$ cat config.mk
export PLATFORM = sky130hd
export DESIGN_NAME = ifetch_top
export DESIGN_NICKNAME = d
export VERILOG_FILES = /design/src/hdl/ifetch_pkg.sv /design/src/hdl/ifetch_ctrl_fsm.sv /design/src/hdl/ifetch_outstanding_cnt.sv /design/src/hdl/ifetch_prefetch_buf.sv /design/src/hdl/ifetch_handshake.sv /design/src/hdl/ifetch_top.sv
export SDC_FILE = /design/constraint.sdc
export NUM_CORES = 1
export LEC_CHECK = 0
export BUFFER_PORTS_ARGS = -buffer_cell sky130_fd_sc_hd__buf_2
export CELL_PAD_IN_SITES_DETAIL_PLACEMENT = 1
export CELL_PAD_IN_SITES_GLOBAL_PLACEMENT = 1
export CORE_UTILIZATION = 30
export CTS_BUF_LIST = sky130_fd_sc_hd__clkbuf_16
export CTS_CLUSTER_DIAMETER = 100
export DETAILED_ROUTE_END_ITERATION = 8
export PLACE_DENSITY_LB_ADDON = 0.08
export SLEW_MARGIN = 20
export SYNTH_ARGS = -nofsm -noshare
export SYNTH_HDL_FRONTEND = slang
export SYNTH_HIERARCHICAL = 1
export SYNTH_SLANG_ARGS = --single-unit
$ cat constraint.sdc
create_clock -name clk_i -period 14.31 [get_ports clk_i]
set_input_delay 2.862 -clock clk_i [delete_from_list [all_inputs] [get_ports clk_i]]
set_output_delay 2.862 -clock clk_i [all_outputs]
set_load 0.02 [all_outputs]
$ cat src/hdl/ifetch_pkg.sv
/*
 * Instruction fetch package
 * Address and word types, fetch FSM states and default sizes
 */
package ifetch_pkg;

  // Byte address, always word aligned here
  typedef logic [31:0] addr_t;

  // Instruction word as returned by memory
  typedef logic [31:0] word_t;

  // Fetch FSM states
  typedef enum logic [1:0] {
    FETCH_IDLE     = 2'd0,
    FETCH_RUN      = 2'd1,
    FETCH_DRAIN    = 2'd2,
    FETCH_ERR_HALT = 2'd3
  } fetch_state_e;

  // Max requests in flight on the memory port
  localparam int unsigned NumOutstandingDefault = 2;

  // Prefetch buffer entries, at least NumOutstanding
  localparam int unsigned BufDepthDefault = 4;

endpackage

$ cat src/hdl/ifetch_ctrl_fsm.sv
/*
 * Fetch control FSM
 * Issues memory requests, tracks the fetch address, handles redirect, error halt and idle
 */
`timescale 1ns/10ps

module ifetch_ctrl_fsm import ifetch_pkg::*; (
  input  logic  clk_i,
  input  logic  arst_n_i,
  input  logic  fetch_enable_i,
  input  addr_t boot_addr_i,
  input  logic  branch_i,
  input  addr_t branch_target_i,
  input  logic  instr_gnt_i,
  input  logic  resp_err_i,
  input  logic  space_ok_i,
  input  logic  buf_empty_i,
  input  logic  in_flight_zero_i,
  output logic  instr_req_o,
  output addr_t instr_addr_o,
  output logic  flush_o,
  output logic  idle_o
);

  fetch_state_e state_q, state_d;
  addr_t        addr_q;
  addr_t        redir_addr_q;
  logic         hold_q;
  logic         redir_pend_q;
  logic         boot_done_q;
  logic         granted;
  logic         req_wait;

  // A raised request stays up until it is granted
  assign instr_req_o  = hold_q || (state_q == FETCH_RUN && space_ok_i);
  assign granted      = instr_req_o && instr_gnt_i;
  assign req_wait     = instr_req_o && !instr_gnt_i;
  assign instr_addr_o = addr_q;

  // The old request granted after a branch is stale as well
  assign flush_o = branch_i || (redir_pend_q && granted);
  assign idle_o  = (state_q == FETCH_IDLE);

  always_comb begin
    state_d = state_q;
    case (state_q)
      FETCH_IDLE: begin
        if (fetch_enable_i) begin
          state_d = FETCH_RUN;
        end
      end
      FETCH_RUN: begin
        if (resp_err_i) begin
          state_d = FETCH_ERR_HALT;
        end else if (!fetch_enable_i) begin
          state_d = FETCH_DRAIN;
        end
      end
      FETCH_DRAIN: begin
        if (resp_err_i) begin
          state_d = FETCH_ERR_HALT;
        end else if (fetch_enable_i) begin
          state_d = FETCH_RUN;
        end else if (in_flight_zero_i && buf_empty_i && !instr_req_o) begin
          state_d = FETCH_IDLE;
        end
      end
      FETCH_ERR_HALT: begin
        if (branch_i) begin
          state_d = fetch_enable_i ? FETCH_RUN : FETCH_DRAIN;
        end
      end
      default: state_d = FETCH_IDLE;
    endcase
  end

  always_ff @(posedge clk_i or negedge arst_n_i) begin
    if (!arst_n_i) begin
      state_q      <= FETCH_IDLE;
      addr_q       <= '0;
      hold_q       <= 1'b0;
      redir_pend_q <= 1'b0;
      boot_done_q  <= 1'b0;
    end else begin
      state_q <= state_d;
      hold_q  <= req_wait;
      if (branch_i) begin
        boot_done_q <= 1'b1;
        // Address must stay put while the old request waits
        if (req_wait) begin
          redir_pend_q <= 1'b1;
        end else begin
          addr_q       <= branch_target_i;
          redir_pend_q <= 1'b0;
        end
      end else if (granted) begin
        redir_pend_q <= 1'b0;
        addr_q       <= redir_pend_q ? redir_addr_q : addr_q + 32'd4;
      end else if (state_q == FETCH_IDLE && fetch_enable_i && !boot_done_q) begin
        addr_q      <= boot_addr_i;
        boot_done_q <= 1'b1;
      end
    end
  end

  always_ff @(posedge clk_i) begin
    if (branch_i && req_wait) begin
      redir_addr_q <= branch_target_i;
    end
  end

endmodule

$ cat src/hdl/ifetch_outstanding_cnt.sv
/*
 * Outstanding request counter
 * Tracks requests in flight and responses to drop after a redirect
 */
`timescale 1ns/10ps

module ifetch_outstanding_cnt import ifetch_pkg::*; #(
  parameter  int unsigned NumOutstanding = NumOutstandingDefault,
  localparam int unsigned CntW           = $clog2(NumOutstanding + 1)
) (
  input  logic            clk_i,
  input  logic            arst_n_i,
  input  logic            grant_i,
  input  logic            rvalid_i,
  input  logic            flush_i,
  output logic [CntW-1:0] in_flight_o,
  output logic            keep_o,
  output logic            in_flight_zero_o
);

  logic [CntW-1:0] in_flight_q, in_flight_d;
  logic [CntW-1:0] discard_q, discard_d;

  always_comb begin
    in_flight_d = in_flight_q;
    if (grant_i && !rvalid_i) begin
      in_flight_d = in_flight_q + 1'b1;
    end else if (!grant_i && rvalid_i) begin
      in_flight_d = in_flight_q - 1'b1;
    end
  end

  // Everything still in flight after a flush belongs to the old stream
  always_comb begin
    discard_d = discard_q;
    if (flush_i) begin
      discard_d = in_flight_d;
    end else if (rvalid_i && discard_q != '0) begin
      discard_d = discard_q - 1'b1;
    end
  end

  always_ff @(posedge clk_i or negedge arst_n_i) begin
    if (!arst_n_i) begin
      in_flight_q <= '0;
      discard_q   <= '0;
    end else begin
      in_flight_q <= in_flight_d;
      discard_q   <= discard_d;
    end
  end

  assign in_flight_o      = in_flight_q;
  assign in_flight_zero_o = (in_flight_q == '0);
  assign keep_o           = !flush_i && (discard_q == '0);

endmodule

$ cat src/hdl/ifetch_prefetch_buf.sv
/*
 * Prefetch buffer
 * FIFO of fetched words with address and error flag, plus a queue of granted addresses
 */
`timescale 1ns/10ps

module ifetch_prefetch_buf import ifetch_pkg::*; #(
  parameter  int unsigned NumOutstanding = NumOutstandingDefault,
  parameter  int unsigned BufDepth       = BufDepthDefault,
  localparam int unsigned FillW          = $clog2(BufDepth + 1)
) (
  input  logic             clk_i,
  input  logic             arst_n_i,
  input  logic             flush_i,
  input  logic             grant_i,
  input  addr_t            grant_addr_i,
  input  logic             push_i,
  input  word_t            push_rdata_i,
  input  logic             push_err_i,
  input  logic             pop_i,
  output word_t            head_rdata_o,
  output addr_t            head_addr_o,
  output logic             head_err_o,
  output logic             empty_o,
  output logic [FillW-1:0] fill_o
);

  localparam int unsigned PtrW = (BufDepth > 1) ? $clog2(BufDepth) : 1;
  localparam int unsigned AqW  = (NumOutstanding > 1) ? $clog2(NumOutstanding) : 1;

  word_t             rdata_mem [BufDepth];
  addr_t             addr_mem  [BufDepth];
  logic [BufDepth-1:0] err_mem;
  logic [PtrW-1:0]   wr_ptr_q, rd_ptr_q;
  logic [FillW-1:0]  fill_q;

  // Granted addresses, in the order responses come back
  addr_t             aq_mem [NumOutstanding];
  logic [AqW-1:0]    aq_wr_q, aq_rd_q;

  always_ff @(posedge clk_i or negedge arst_n_i) begin
    if (!arst_n_i) begin
      wr_ptr_q <= '0;
      rd_ptr_q <= '0;
      fill_q   <= '0;
      aq_wr_q  <= '0;
      aq_rd_q  <= '0;
    end else if (flush_i) begin
      // Queued addresses all belong to responses that get discarded
      wr_ptr_q <= '0;
      rd_ptr_q <= '0;
      fill_q   <= '0;
      aq_rd_q  <= aq_wr_q;
    end else begin
      if (grant_i) begin
        aq_wr_q <= (aq_wr_q == AqW'(NumOutstanding - 1)) ? '0 : aq_wr_q + 1'b1;
      end
      if (push_i) begin
        aq_rd_q  <= (aq_rd_q == AqW'(NumOutstanding - 1)) ? '0 : aq_rd_q + 1'b1;
        wr_ptr_q <= (wr_ptr_q == PtrW'(BufDepth - 1)) ? '0 : wr_ptr_q + 1'b1;
      end
      if (pop_i) begin
        rd_ptr_q <= (rd_ptr_q == PtrW'(BufDepth - 1)) ? '0 : rd_ptr_q + 1'b1;
      end
      if (push_i && !pop_i) begin
        fill_q <= fill_q + 1'b1;
      end else if (!push_i && pop_i) begin
        fill_q <= fill_q - 1'b1;
      end
    end
  end

  always_ff @(posedge clk_i) begin
    if (grant_i && !flush_i) begin
      aq_mem[aq_wr_q] <= grant_addr_i;
    end
    if (push_i && !flush_i) begin
      rdata_mem[wr_ptr_q] <= push_rdata_i;
      addr_mem[wr_ptr_q]  <= aq_mem[aq_rd_q];
      err_mem[wr_ptr_q]   <= push_err_i;
    end
  end

  assign head_rdata_o = rdata_mem[rd_ptr_q];
  assign head_addr_o  = addr_mem[rd_ptr_q];
  assign head_err_o   = err_mem[rd_ptr_q];
  assign empty_o      = (fill_q == '0);
  assign fill_o       = fill_q;

endmodule

$ cat src/hdl/ifetch_handshake.sv
/*
 * Decode-side output stage
 * Holds one buffer entry and offers it over a four-phase req/ack handshake
 */
`timescale 1ns/10ps

module ifetch_handshake import ifetch_pkg::*; (
  input  logic  clk_i,
  input  logic  arst_n_i,
  input  logic  empty_i,
  input  word_t head_rdata_i,
  input  addr_t head_addr_i,
  input  logic  head_err_i,
  input  logic  fetch_ack_i,
  output logic  pop_o,
  output logic  fetch_req_o,
  output word_t fetch_rdata_o,
  output addr_t fetch_addr_o,
  output logic  fetch_err_o
);

  logic  req_q;
  logic  ack_low_q;
  word_t rdata_q;
  addr_t addr_q;
  logic  err_q;
  logic  capture;

  // New item only after ack was seen low for a full cycle
  assign capture = !req_q && ack_low_q && !fetch_ack_i && !empty_i;
  assign pop_o   = capture;

  always_ff @(posedge clk_i or negedge arst_n_i) begin
    if (!arst_n_i) begin
      req_q     <= 1'b0;
      ack_low_q <= 1'b0;
    end else begin
      ack_low_q <= !fetch_ack_i;
      if (capture) begin
        req_q <= 1'b1;
      end else if (req_q && fetch_ack_i) begin
        req_q <= 1'b0;
      end
    end
  end

  always_ff @(posedge clk_i) begin
    if (capture) begin
      rdata_q <= head_rdata_i;
      addr_q  <= head_addr_i;
      err_q   <= head_err_i;
    end
  end

  assign fetch_req_o   = req_q;
  assign fetch_rdata_o = rdata_q;
  assign fetch_addr_o  = addr_q;
  assign fetch_err_o   = err_q;

endmodule

$ cat src/hdl/ifetch_top.sv
/*
 * Instruction fetch subsystem top
 * Memory request port on one side, four-phase decode port on the other
 */
`timescale 1ns/10ps

module ifetch_top import ifetch_pkg::*; #(
  parameter int unsigned NumOutstanding = NumOutstandingDefault,
  parameter int unsigned BufDepth       = BufDepthDefault
) (
  input  logic  clk_i,
  input  logic  arst_n_i,
  input  logic  fetch_enable_i,
  input  addr_t boot_addr_i,
  input  logic  branch_i,
  input  addr_t branch_target_i,
  output logic  idle_o,
  output logic  instr_req_o,
  output addr_t instr_addr_o,
  input  logic  instr_gnt_i,
  input  logic  instr_rvalid_i,
  input  word_t instr_rdata_i,
  input  logic  instr_err_i,
  output logic  fetch_req_o,
  output word_t fetch_rdata_o,
  output addr_t fetch_addr_o,
  output logic  fetch_err_o,
  input  logic  fetch_ack_i
);

  localparam int unsigned InFlightW = $clog2(NumOutstanding + 1);
  localparam int unsigned FillW     = $clog2(BufDepth + 1);
  localparam int unsigned OccW      = $clog2(NumOutstanding + BufDepth + 1);

  logic                 mem_gnt;
  logic                 flush;
  logic                 keep;
  logic                 push;
  logic                 resp_err;
  logic                 space_ok;
  logic                 in_flight_zero;
  logic [InFlightW-1:0] in_flight;
  logic [FillW-1:0]     fill;
  logic [OccW-1:0]      occupancy;
  logic                 buf_empty;
  logic                 pop;
  word_t                head_rdata;
  addr_t                head_addr;
  logic                 head_err;

  assign mem_gnt  = instr_req_o && instr_gnt_i;
  assign push     = instr_rvalid_i && keep;
  assign resp_err = push && instr_err_i;

  // Every request in flight may still need a buffer slot
  assign occupancy = OccW'(in_flight) + OccW'(fill);
  assign space_ok  = (occupancy < OccW'(BufDepth)) &&
                     (in_flight < InFlightW'(NumOutstanding));

  ifetch_ctrl_fsm u_ctrl_fsm (
    .clk_i            (clk_i          ),
    .arst_n_i         (arst_n_i       ),
    .fetch_enable_i   (fetch_enable_i ),
    .boot_addr_i      (boot_addr_i    ),
    .branch_i         (branch_i       ),
    .branch_target_i  (branch_target_i),
    .instr_gnt_i      (instr_gnt_i    ),
    .resp_err_i       (resp_err       ),
    .space_ok_i       (space_ok       ),
    .buf_empty_i      (buf_empty      ),
    .in_flight_zero_i (in_flight_zero ),
    .instr_req_o      (instr_req_o    ),
    .instr_addr_o     (instr_addr_o   ),
    .flush_o          (flush          ),
    .idle_o           (idle_o         )
  );

  ifetch_outstanding_cnt #(
    .NumOutstanding (NumOutstanding)
  ) u_outstanding_cnt (
    .clk_i            (clk_i         ),
    .arst_n_i         (arst_n_i      ),
    .grant_i          (mem_gnt       ),
    .rvalid_i         (instr_rvalid_i),
    .flush_i          (flush         ),
    .in_flight_o      (in_flight     ),
    .keep_o           (keep          ),
    .in_flight_zero_o (in_flight_zero)
  );

  ifetch_prefetch_buf #(
    .NumOutstanding (NumOutstanding),
    .BufDepth       (BufDepth      )
  ) u_prefetch_buf (
    .clk_i        (clk_i        ),
    .arst_n_i     (arst_n_i     ),
    .flush_i      (flush        ),
    .grant_i      (mem_gnt      ),
    .grant_addr_i (instr_addr_o ),
    .push_i       (push         ),
    .push_rdata_i (instr_rdata_i),
    .push_err_i   (instr_err_i  ),
    .pop_i        (pop          ),
    .head_rdata_o (head_rdata   ),
    .head_addr_o  (head_addr    ),
    .head_err_o   (head_err     ),
    .empty_o      (buf_empty    ),
    .fill_o       (fill         )
  );

  // No capture while the buffer is being flushed
  ifetch_handshake u_handshake (
    .clk_i         (clk_i              ),
    .arst_n_i      (arst_n_i           ),
    .empty_i       (buf_empty || flush ),
    .head_rdata_i  (head_rdata         ),
    .head_addr_i   (head_addr          ),
    .head_err_i    (head_err           ),
    .fetch_ack_i   (fetch_ack_i        ),
    .pop_o         (pop                ),
    .fetch_req_o   (fetch_req_o        ),
    .fetch_rdata_o (fetch_rdata_o      ),
    .fetch_addr_o  (fetch_addr_o       ),
    .fetch_err_o   (fetch_err_o        )
  );

endmodule

## Word level (Yosys, flattened, before mapping)

Memories as Yosys holds them, arrays and structs flattened. A register that Yosys moved wholly into a read port is not among the register bits.
Cells that the tools add are included.

- Register bits: 89
- RAM bits: 320
- Bits of input ports: 104
- Logic and storage cells: 152
- Memories: 3

- $add $sub $neg: 11
- Order comparisons: 5
- Eq/ne operators: 11
- Muxes and demuxes: 48
- Bitwise operators: 1
- Reduce and logical (&&, ||, !) cells: 56

Memory list:

| name | words | width | rd ports | clocked after Yosys merged registers in | wr ports | line | text |
|---|---|---|---|---|---|---|---|
| u_prefetch_buf.addr_mem | 4 | 32 | 1 | 1 | 1 | ifetch_prefetch_buf.sv:32 | `addr_t addr_mem [BufDepth];` |
| u_prefetch_buf.rdata_mem | 4 | 32 | 1 | 1 | 1 | ifetch_prefetch_buf.sv:31 | `word_t rdata_mem [BufDepth];` |
| u_prefetch_buf.aq_mem | 2 | 32 | 1 | 0 | 1 | ifetch_prefetch_buf.sv:38 | `addr_t aq_mem [NumOutstanding];` |

Operator list:

| operator | number |
|---|---|
| 32-bit two-way mux | 5 |
| 2-bit two-way mux | 18 |
| 32-bit by 3-bit adder with 32-bit output (second input constant) | 1 |
| 1-bit logical AND | 25 |
| 1-bit two-way mux | 18 |
| 2-bit nonzero test | 7 |
| 1-bit logical NOT | 11 |
| 3-bit two-way mux | 3 |
| 2-bit equality test (second input constant) | 4 |
| 2-bit inequality test (second input constant) | 4 |
| 2-bit one-hot mux with 4 select lines | 1 |
| 2-bit by 1-bit adder with 2-bit output (second input constant) | 3 |
| 2-bit logical NOT | 3 |
| 2-bit by 3-bit < comparator with 1-bit output (second input constant) | 2 |
| 2-bit AND reduction | 3 |
| 3-bit nonzero test | 2 |
| 4-bit bitwise mux | 1 |
| 4-bit by 3-bit inequality test with 1-bit output (second input constant) | 1 |
| 4-bit AND reduction | 1 |
| 2-bit by 1-bit subtractor with 2-bit output (second input constant) | 2 |
| 2-bit by 3-bit adder with 3-bit output | 1 |
| 3-bit by 1-bit adder with 3-bit output (second input constant) | 1 |
| 3-bit logical NOT | 1 |
| 1-bit logical OR | 3 |
| 10 further kinds | 11 |

## Logic depth before layout (Yosys ltp)

Gate-level depths: netlist of the first run.

- Depth after elaboration: 16
- Depth in mapped cells: 17

## By module

Netlist of the first run, hierarchy kept.

Modules (own cells, without submodules):

| module | times used | cells each | area each (um^2) |
|---|---|---|---|
| ifetch_prefetch_buf | 1 | 498 | 12268.0 |
| ifetch_ctrl_fsm | 1 | 434 | 4105.2 |
| ifetch_handshake | 1 | 72 | 2042.0 |
| ifetch_outstanding_cnt | 1 | 29 | 302.8 |
| ifetch_top | 1 | 9 | 65.1 |

## Worst setup path after synthesis of the first run

No wires, ideal clock.

- Kind: in2reg
- From: input instr_gnt_i
- To: register u_prefetch_buf.fill_q[2] (netlist: u_prefetch_buf/fill_o[2])
- Data arrival time: 7784 ps
- Data required time: 14175 ps
- Slack: 6391 ps
- Cell stages on the path: 12
- Path buffers: 2
- Path through: o21ai_0 > buf_2 > o21ai_0 > or2_2 > nand2b_4 > nor3_2 > buf_2 > nor2_1 > fa_1 > nor3b_1 > o21ai_0 > nor3b_1

- Longest elaborated chain between the ends: 10
- Elaborated cells on any way between the ends: 16
- Classes of those cells: mux: 2; reduce/logical: 14

Ends and longest elaborated chain:

| item | line | text |
|---|---|---|
| start, declared | ifetch_top.sv:20 | `input logic instr_gnt_i,` |
| 1-bit logical AND (*) | ifetch_ctrl_fsm.sv:36 | `assign granted = instr_req_o && instr_gnt_i;` |
| 1-bit logical AND (*) | ifetch_ctrl_fsm.sv:41 | `assign flush_o = branch_i \|\| (redir_pend_q && granted);` |
| 1-bit logical OR (*) | ifetch_ctrl_fsm.sv:41 |  |
| named net flush | ifetch_top.sv:36 | `logic flush;` |
| 1-bit logical OR (*) | ifetch_top.sv:115 | `.empty_i (buf_empty \|\| flush ),` |
| 1-bit logical NOT (*) | ifetch_handshake.sv:30 | `assign capture = !req_q && ack_low_q && !fetch_ack_i && !empty_i;` |
| 1-bit logical AND (*) | ifetch_handshake.sv:30 |  |
| named net pop | ifetch_top.sv:46 | `logic pop;` |
| 1-bit logical NOT | ifetch_prefetch_buf.sv:65 | `if (push_i && !pop_i) begin` |
| 1-bit logical AND | ifetch_prefetch_buf.sv:65 |  |
| 3-bit two-way mux | ifetch_prefetch_buf.sv:65 |  |
| 3-bit two-way mux | ifetch_prefetch_buf.sv:48 | `end else if (flush_i) begin` |
| end signal, assigned | ifetch_prefetch_buf.sv:66 | `fill_q <= fill_q + 1'b1;` |
| end signal, assigned | ifetch_prefetch_buf.sv:68 | `fill_q <= fill_q - 1'b1;` |
| end, declared | ifetch_prefetch_buf.sv:35 | `logic [FillW-1:0] fill_q;` |

Mark *: on every way through the listed nets, which the timed path passes. The rest lies on a longest branch.
A chain may end at the register's enable or synchronous reset.

## Worst setup path after layout of the first run

Ends and elaborated chain as after synthesis.

==> flow_summary_export.csv, run 1 <==
group,metric,value,unit
outcome,outcome,"completed",
drt,wire_per_inst,22.7,µm
yosys,async_reset_ff_share,11.0,%
yosys,synth_edf_count,421,
pwr,p_per_area,169,mW/mm²
timing,hold_viol_final,0,
place,dp_hpwl,31.3,mm
clock_tree,clock_path_buffers,3,
clock_tree,cts_made_buffers,55,
critical_path,endpoint_kind,"flop",
yosys,synth_compound_area_share,5.75,%
floorplanning,ioPinCount,204,
clock_tree,postCtsResizedCells,0,
yosys,synth-xor-area-share,0.746,%
final_layout,syn2layout_area_growth,19.6,%
drt,viasPerCell,4.77,
critical_path,crit_arrival,6.10,ns
grt,first_global_vias,11300,
grt,grt_usage,15.6,%
floorplanning,initial_core_util,30.4,%
pwr,switchingPower,1120,µW
critical_path,required,14.79,ns
critical_path,cp-start-kind,"input port",
timing,fin_crit,5.62,ns
yosys,ys_seq_elements,473,
final_layout,drive_above_1_share,32.9,%
clock_tree,cts_tree,"yes",
clock_tree,clock-sinks,473,
floorplanning,die-area,0.0636,mm²
yosys,synth_top_flop_cell,"edfxtp_1",
drt,drt_iter0_drc,429,
timing,relSlewSlack,29.4,%
yosys,synth_area_leaders,"edfxtp_1 (67%), mux4_2 (7.8%), dfrtp_1 (6.9%)",
floorplanning,dieHeight,252,µm
clock_tree,cts_root_buffer,"clkbuf_16",
yosys,syn_inst,1042,
clock_tree,post-cts-setup-buffers,0,
clock_tree,htree_levels,2,
timing,finalCritPeriodShare,39.3,%
place,gp_congestion,0.715,
clock_tree,insertion_delay,0.60,ns
timing,skew,0.0256,ns
yosys,synth_top_area_share,67.3,%
place,preCtsSetupSlack,7.91,ns
timing,whs,0.512,ns
critical_path,crit_path_max_fanout,71,
clock_tree,clkSlewWorstSetupHoldPaths,0.06,ns
timing,rsz0062_at_grt,"false",
clock_tree,postCtsHoldBufs,0,
yosys,synth_area,0.0188,mm²
yosys,synth_top_family_by_area,"multiplexers",
yosys,ys_seq_area_share,74.2,%
pwr,clkPwrFrac,35.3,%
floorplanning,die_w,252,µm
drt,vias,10300,
pwr,combPwrFrac,16.5,%
floorplanning,num_rows,91,
flow_run,drv_cap,0,
yosys,ys_warn_count,6,
grt,grt_pass1_wl,73.8,mm
floorplanning,core,0.0618,mm²
grt,antenna_found_initial,1,
yosys,yosysMostFrequentCell,"edfxtp_1",
place,port-buffer-count,203,
grt,grt_start_max_net_pins,72,
timing,setup-violations-final,0,
yosys,synth_cell_type_count,86,
timing,setup_tns,0,ns
pwr,ir_drop,89.5,µV
grt,overflow,0,
yosys,synth_mux_area_share,10.5,%
critical_path,critPathKind,"in2reg",
worst_hold_path,hold_path_class,"reg2reg",
yosys,synthAdderAreaFrac,0.706,%
drt,routed_wl,48.9,mm
yosys,synth_commonest_cells,"edfxtp_1 (421), mux4_2 (65), nand2_1 (55)",
timing,max_freq,0.178,GHz
pwr,pwr-share-seq,48.2,%
pwr,p_leak,0.00766,µW
final_layout,nets,1383,
pwr,sw_frac_of_total,29.5,%
yosys,synth.avg_cell_area,18.0,µm²
drt,antenna_left,0,
timing,tightest_slew,1.06,ns
yosys,synthesis.nets,1156,
yosys,synth-simple-area-share,5.94,%
timing,worst_slack,8.69,ns
timing,drv_slew,0,
drt,drt_pass1_iterations,4,
yosys,yosys.area.top_type,"edfxtp_1",
pwr,power.internal,2680,µW
drt,drc,0,
-- stage by stage --
stage / util, % / power, µW / instances / instance area [µm²]
final: 36.3 / 3800 / 2153 / 22500
after global routing: 36.3 / 3980 / 2152 / 22500
after CTS: 36.3 / 3870 / 2152 / 22500
after detailed placement: 33.5 / 2500 / 2049 / 20700
after global placement: 33.5 / 2490 / 2049 / 20700
after floorplan: - / 2210 / 1042 / 18800
-- flip-flops by register name, summed over array words and instances, names as in the netlist, 2 cells and up --
signal / count
u_prefetch_buf/addr_mem: 128
u_prefetch_buf/rdata_mem: 128
u_prefetch_buf/aq_mem: 64
u_ctrl_fsm/instr_addr_o: 32
u_ctrl_fsm/redir_addr_q: 32
u_handshake/fetch_addr_o: 32
u_handshake/fetch_rdata_o: 32
u_prefetch_buf/err_mem: 4
u_prefetch_buf/fill_o: 3
u_ctrl_fsm/state_q: 2
u_outstanding_cnt/discard_q: 2
u_outstanding_cnt/in_flight_o: 2
u_prefetch_buf/rd_ptr_q: 2
u_prefetch_buf/wr_ptr_q: 2
-- per-layer routing --
metal,vias up,GRT usage (%),part of all wire [%]
met5,-,0,0
met4,0,4.55,2.0
met3,69,2.58,4.8
met2,231,26.1,48
met1,5330,20.9,45
li1,4644,-,-
-- area by class of cell --
cell class,instances,area (µm²)
fillers,6241,39400
flip-flops and latches,473,14000
multi-input cells,498,4490
clock buffers,56,1400
repair buffers,223,1170
well taps,837,1050
clock inverters,47,345
inverters,18,67.6
diodes,1,2.50
-- placed cells by master (no fill, tap or decap), types with 5 or more instances in the layout --
cell	instances
xor2_1	6
a21oi_1	22
and3_1	7
edfxtp_1	421
clkinv_2	10
mux4_2	65
nor2_1	40
nor3_1	10
buf_4	20
ha_1	9
a2bb2oi_1	7
nand3_1	30
nand4_1	9
o21ai_0	33
and2_1	7
clkinv_1	10
nor3b_1	6
o21a_1	5
buf_2	203
nand2_1	55
clkbuf_16	56
mux2i_1	8
o211ai_1	13
xnor2_1	10
nor4_1	5
mux2_2	36
nand2b_1	6
a31oi_1	20
inv_1	37
dfrtp_1	50
-- power groups by stage --
stage,Sequential [µW],Clock (µW),Combinational [µW]
5_1_grt,1850,1440,688
2_1_floorplan,1830,0,378
3_3_place_gp,1860,0,630
4_1_cts,1840,1390,643
6_report,1830,1340,628
3_5_place_dp,1860,0,640
-- kinds of logic (layout without fill, tap and decap cells) --
logic type,Yosys count,after routing
flops,473,473
simple gates,208,208
compound gates,153,153
mux,111,111
buf+inv,71,344
xor+xnor,16,16
fa+ha+maj,10,10
other cells,0,1
-- worst paths after layout --
| kind | from | endpoint | slack (ns) | cells past startpoint |
|---|---|---|---|---|
| worst max-delay path | instr_gnt_i | u_prefetch_buf/fill_o[2]$_DFFE_PN0P_ | 8.69 | 14 |
| worst min-delay path | u_ctrl_fsm/redir_addr_q[15]$_DFFE_PP_ | u_ctrl_fsm/instr_addr_o[15]$_DFFE_PN0P_ | 0.51 | 2 |
| worst max register to register | u_outstanding_cnt/in_flight_o[1]$_DFF_PN0_ | u_prefetch_buf/fill_o[2]$_DFFE_PN0P_ | 9.37 | 17 |
| worst min register to register | u_ctrl_fsm/redir_addr_q[15]$_DFFE_PP_ | u_ctrl_fsm/instr_addr_o[15]$_DFFE_PN0P_ | 0.51 | 2 |
| max in group asynchronous | arst_n_i | u_prefetch_buf/rd_ptr_q[0]$_DFFE_PN0P_ | 11.24 | 2 |
| min in group asynchronous | arst_n_i | u_ctrl_fsm/instr_addr_o[27]$_DFFE_PN0P_ | 2.40 | 2 |
-- critical path, cell delays in order --
cell	delay, ns
buf_2	0.14
o21ai_2	0.06
buf_4	0.32
o21ai_0	0.13
buf_4	0.21
or2_2	0.30
nand2b_4	0.16
nor3_4	0.09
buf_4	0.77
nor2_1	0.12
fa_1	0.42
nor3b_1	0.24
o21ai_0	0.12
nor3b_1	0.14
No activity file was read; power rests on OpenSTA's default activity.
==> run 2: changes to the inputs <==
Clock period 14.31 ns to 4.76 ns, I/O delays scaled along.
==> run 2 against run 1 <==
Sequential share of layout area fell by 0.86 points. Wire length increased by 0.84%. Global-route usage about the same. Largest power group unchanged.
==> flow_summary_export.csv, run 2 (synthesized netlist as in run 1, its figures left out) <==
group,metric,value,unit
final_layout,layout_commonest_cell,"edfxtp_1",
clock_tree,clkSlewWorstSetupHoldPaths,0.06,ns
pwr,fin_total_pwr,11700,µW
drt,antenna_left,0,
floorplanning,ioPinCount,204,
timing,tightest_slew,1.06,ns
timing,fin_crit,4.02,ns
timing,setup-violations-final,0,
grt,overflow,0,
clock_tree,post-cts-setup-buffers,0,
drt,drt_iter0_drc,385,
final_layout,final_cell_mix,"edfxtp_1 (421), buf_2 (203), mux4_2 (65)",
clock_tree,clock_path_buffers,3,
clock_tree,cts_root_buffer,"clkbuf_16",
floorplanning,dieHeight,252,µm
timing,finalCritPeriodShare,84.4,%
floorplanning,core,0.0618,mm²
final_layout,fin_cells,2165,
drt,wire_per_inst,22.8,µm
drt,vias,10300,
final_layout,reg_top3,"u_prefetch_buf/addr_mem x128, u_prefetch_buf/rdata_mem x128, u_prefetch_buf/aq_mem x64",
floorplanning,initial_core_util,30.4,%
timing,skew,0.0294,ns
critical_path,critPathKind,"reg2reg",
final_layout,nets,1398,
timing,whs,0.326,ns
clock_tree,insertion_delay,0.61,ns
drt,drc,0,
outcome,outcome,"completed",
critical_path,crit_arrival,4.32,ns
final_layout,final_util,36.9,%
worst_hold_path,hold_path_class,"in2async",
final_layout,drive_above_1_share,34.7,%
pwr,ir_drop,242,µV
drt,drt_pass1_iterations,5,
clock_tree,postCtsHoldBufs,0,
place,gp_congestion,0.763,
floorplanning,die_w,252,µm
timing,hold_viol_final,0,
critical_path,endpoint_kind,"flop",
grt,grt_start_max_net_pins,57,
timing,relSlewSlack,28.7,%
pwr,p_leak,0.00775,µW
clock_tree,cts_tree,"yes",
critical_path,required,5.06,ns
timing,max_freq,0.249,GHz
drt,routed_wl,49.3,mm
place,port-buffer-count,203,
critical_path,cp-start-kind,"flop",
final_layout,fillers,6214,
final_layout,syn2layout_area_growth,21.3,%
floorplanning,num_rows,91,
final_layout,finalInstanceArea,0.0228,mm²
clock_tree,cts_made_buffers,54,
grt,grt_pass1_wl,73.8,mm
place,dp_cells,2065,
flow_run,drv_cap,0,
clock_tree,clock-sinks,473,
grt,grt_usage,15.6,%
critical_path,crit_path_max_fanout,25,
grt,antenna_found_initial,2,
floorplanning,die-area,0.0636,mm²
timing,drv_slew,0,
clock_tree,htree_levels,2,
place,place_area,0.0210,mm²
pwr,p_per_area,512,mW/mm²
drt,viasPerCell,4.76,
grt,first_global_vias,11300,
clock_tree,postCtsResizedCells,0,
place,dp_hpwl,32.6,mm
timing,rsz0062_at_grt,"false",
## run 2: layout make-up
class / instances / area, µm² / share of cell area (%)
flip-flops and latches: 473 / 14000 / 61.2
repair buffers: 239 / 1370 / 6.03
well taps: 837 / 1050 / 4.60
multi-input cells: 498 / 4510 / 19.8
clock inverters: 44 / 452 / 1.98
inverters: 18 / 67.6 / 0.297
diodes: 1 / 2.50 / 0.0110
clock buffers: 55 / 1380 / 6.04
## run 2: critical path, cell delays in order, from the launching register on
cell and delay [ns]:
dfrtp_1 0.43, ha_1 0.29, a31oi_1 0.19, mux2_1 0.38
and3b_1 0.29, o21ai_4 0.22, o21ai_4 0.17, nor2b_1 0.23
and2_1 0.32, inv_1 0.13, nor2_1 0.27, and2_4 0.51
buf_12 0.26
## run 2: layer usage
layer  vias up  share of wire, %  GRT usage [%]
li1       4670                 -              -
met1      5362                46           21.0
met2       215                48           26.0
met3        59               3.9           2.69
met4         2               2.0           4.38
met5         -             0.026              0
## run 2: path summary, 6_finish.rpt
| check | slack (ns) | to | cells past startpoint | startpoint |
|---|---|---|---|---|
| max | 0.74 | u_prefetch_buf/addr_mem[0][12]$_DFFE_PP_ | 12 | u_outstanding_cnt/in_flight_o[1]$_DFF_PN0_ |
| min | 0.33 | u_ctrl_fsm/instr_addr_o[28]$_DFFE_PN0P_ | 1 | arst_n_i |
| max reg2reg | 0.74 | u_prefetch_buf/addr_mem[0][12]$_DFFE_PP_ | 12 | u_outstanding_cnt/in_flight_o[1]$_DFF_PN0_ |
| min reg2reg | 0.50 | u_ctrl_fsm/boot_done_q$_DFFE_PN0P_ | 2 | u_ctrl_fsm/boot_done_q$_DFFE_PN0P_ |
| max in group asynchronous | 3.48 | u_prefetch_buf/fill_o[0]$_DFFE_PN0P_ | 2 | arst_n_i |
| min in group clk_i | 0.50 | u_ctrl_fsm/boot_done_q$_DFFE_PN0P_ | 2 | u_ctrl_fsm/boot_done_q$_DFFE_PN0P_ |
## run 2: metrics by stage
stage          TNS, ns  setup WS [ns]
6_report             0          0.744
5_1_grt              0          0.460
2_1_floorplan   -0.935         -0.519
4_1_cts              0          0.658
3_5_place_dp         0          0.650
3_3_place_gp         0          0.779
## run 2: report_power, final
part	switching, µW	internal (µW)
registers	500	4980
logic	1180	739
clock network	1720	2540
total	3400	8260
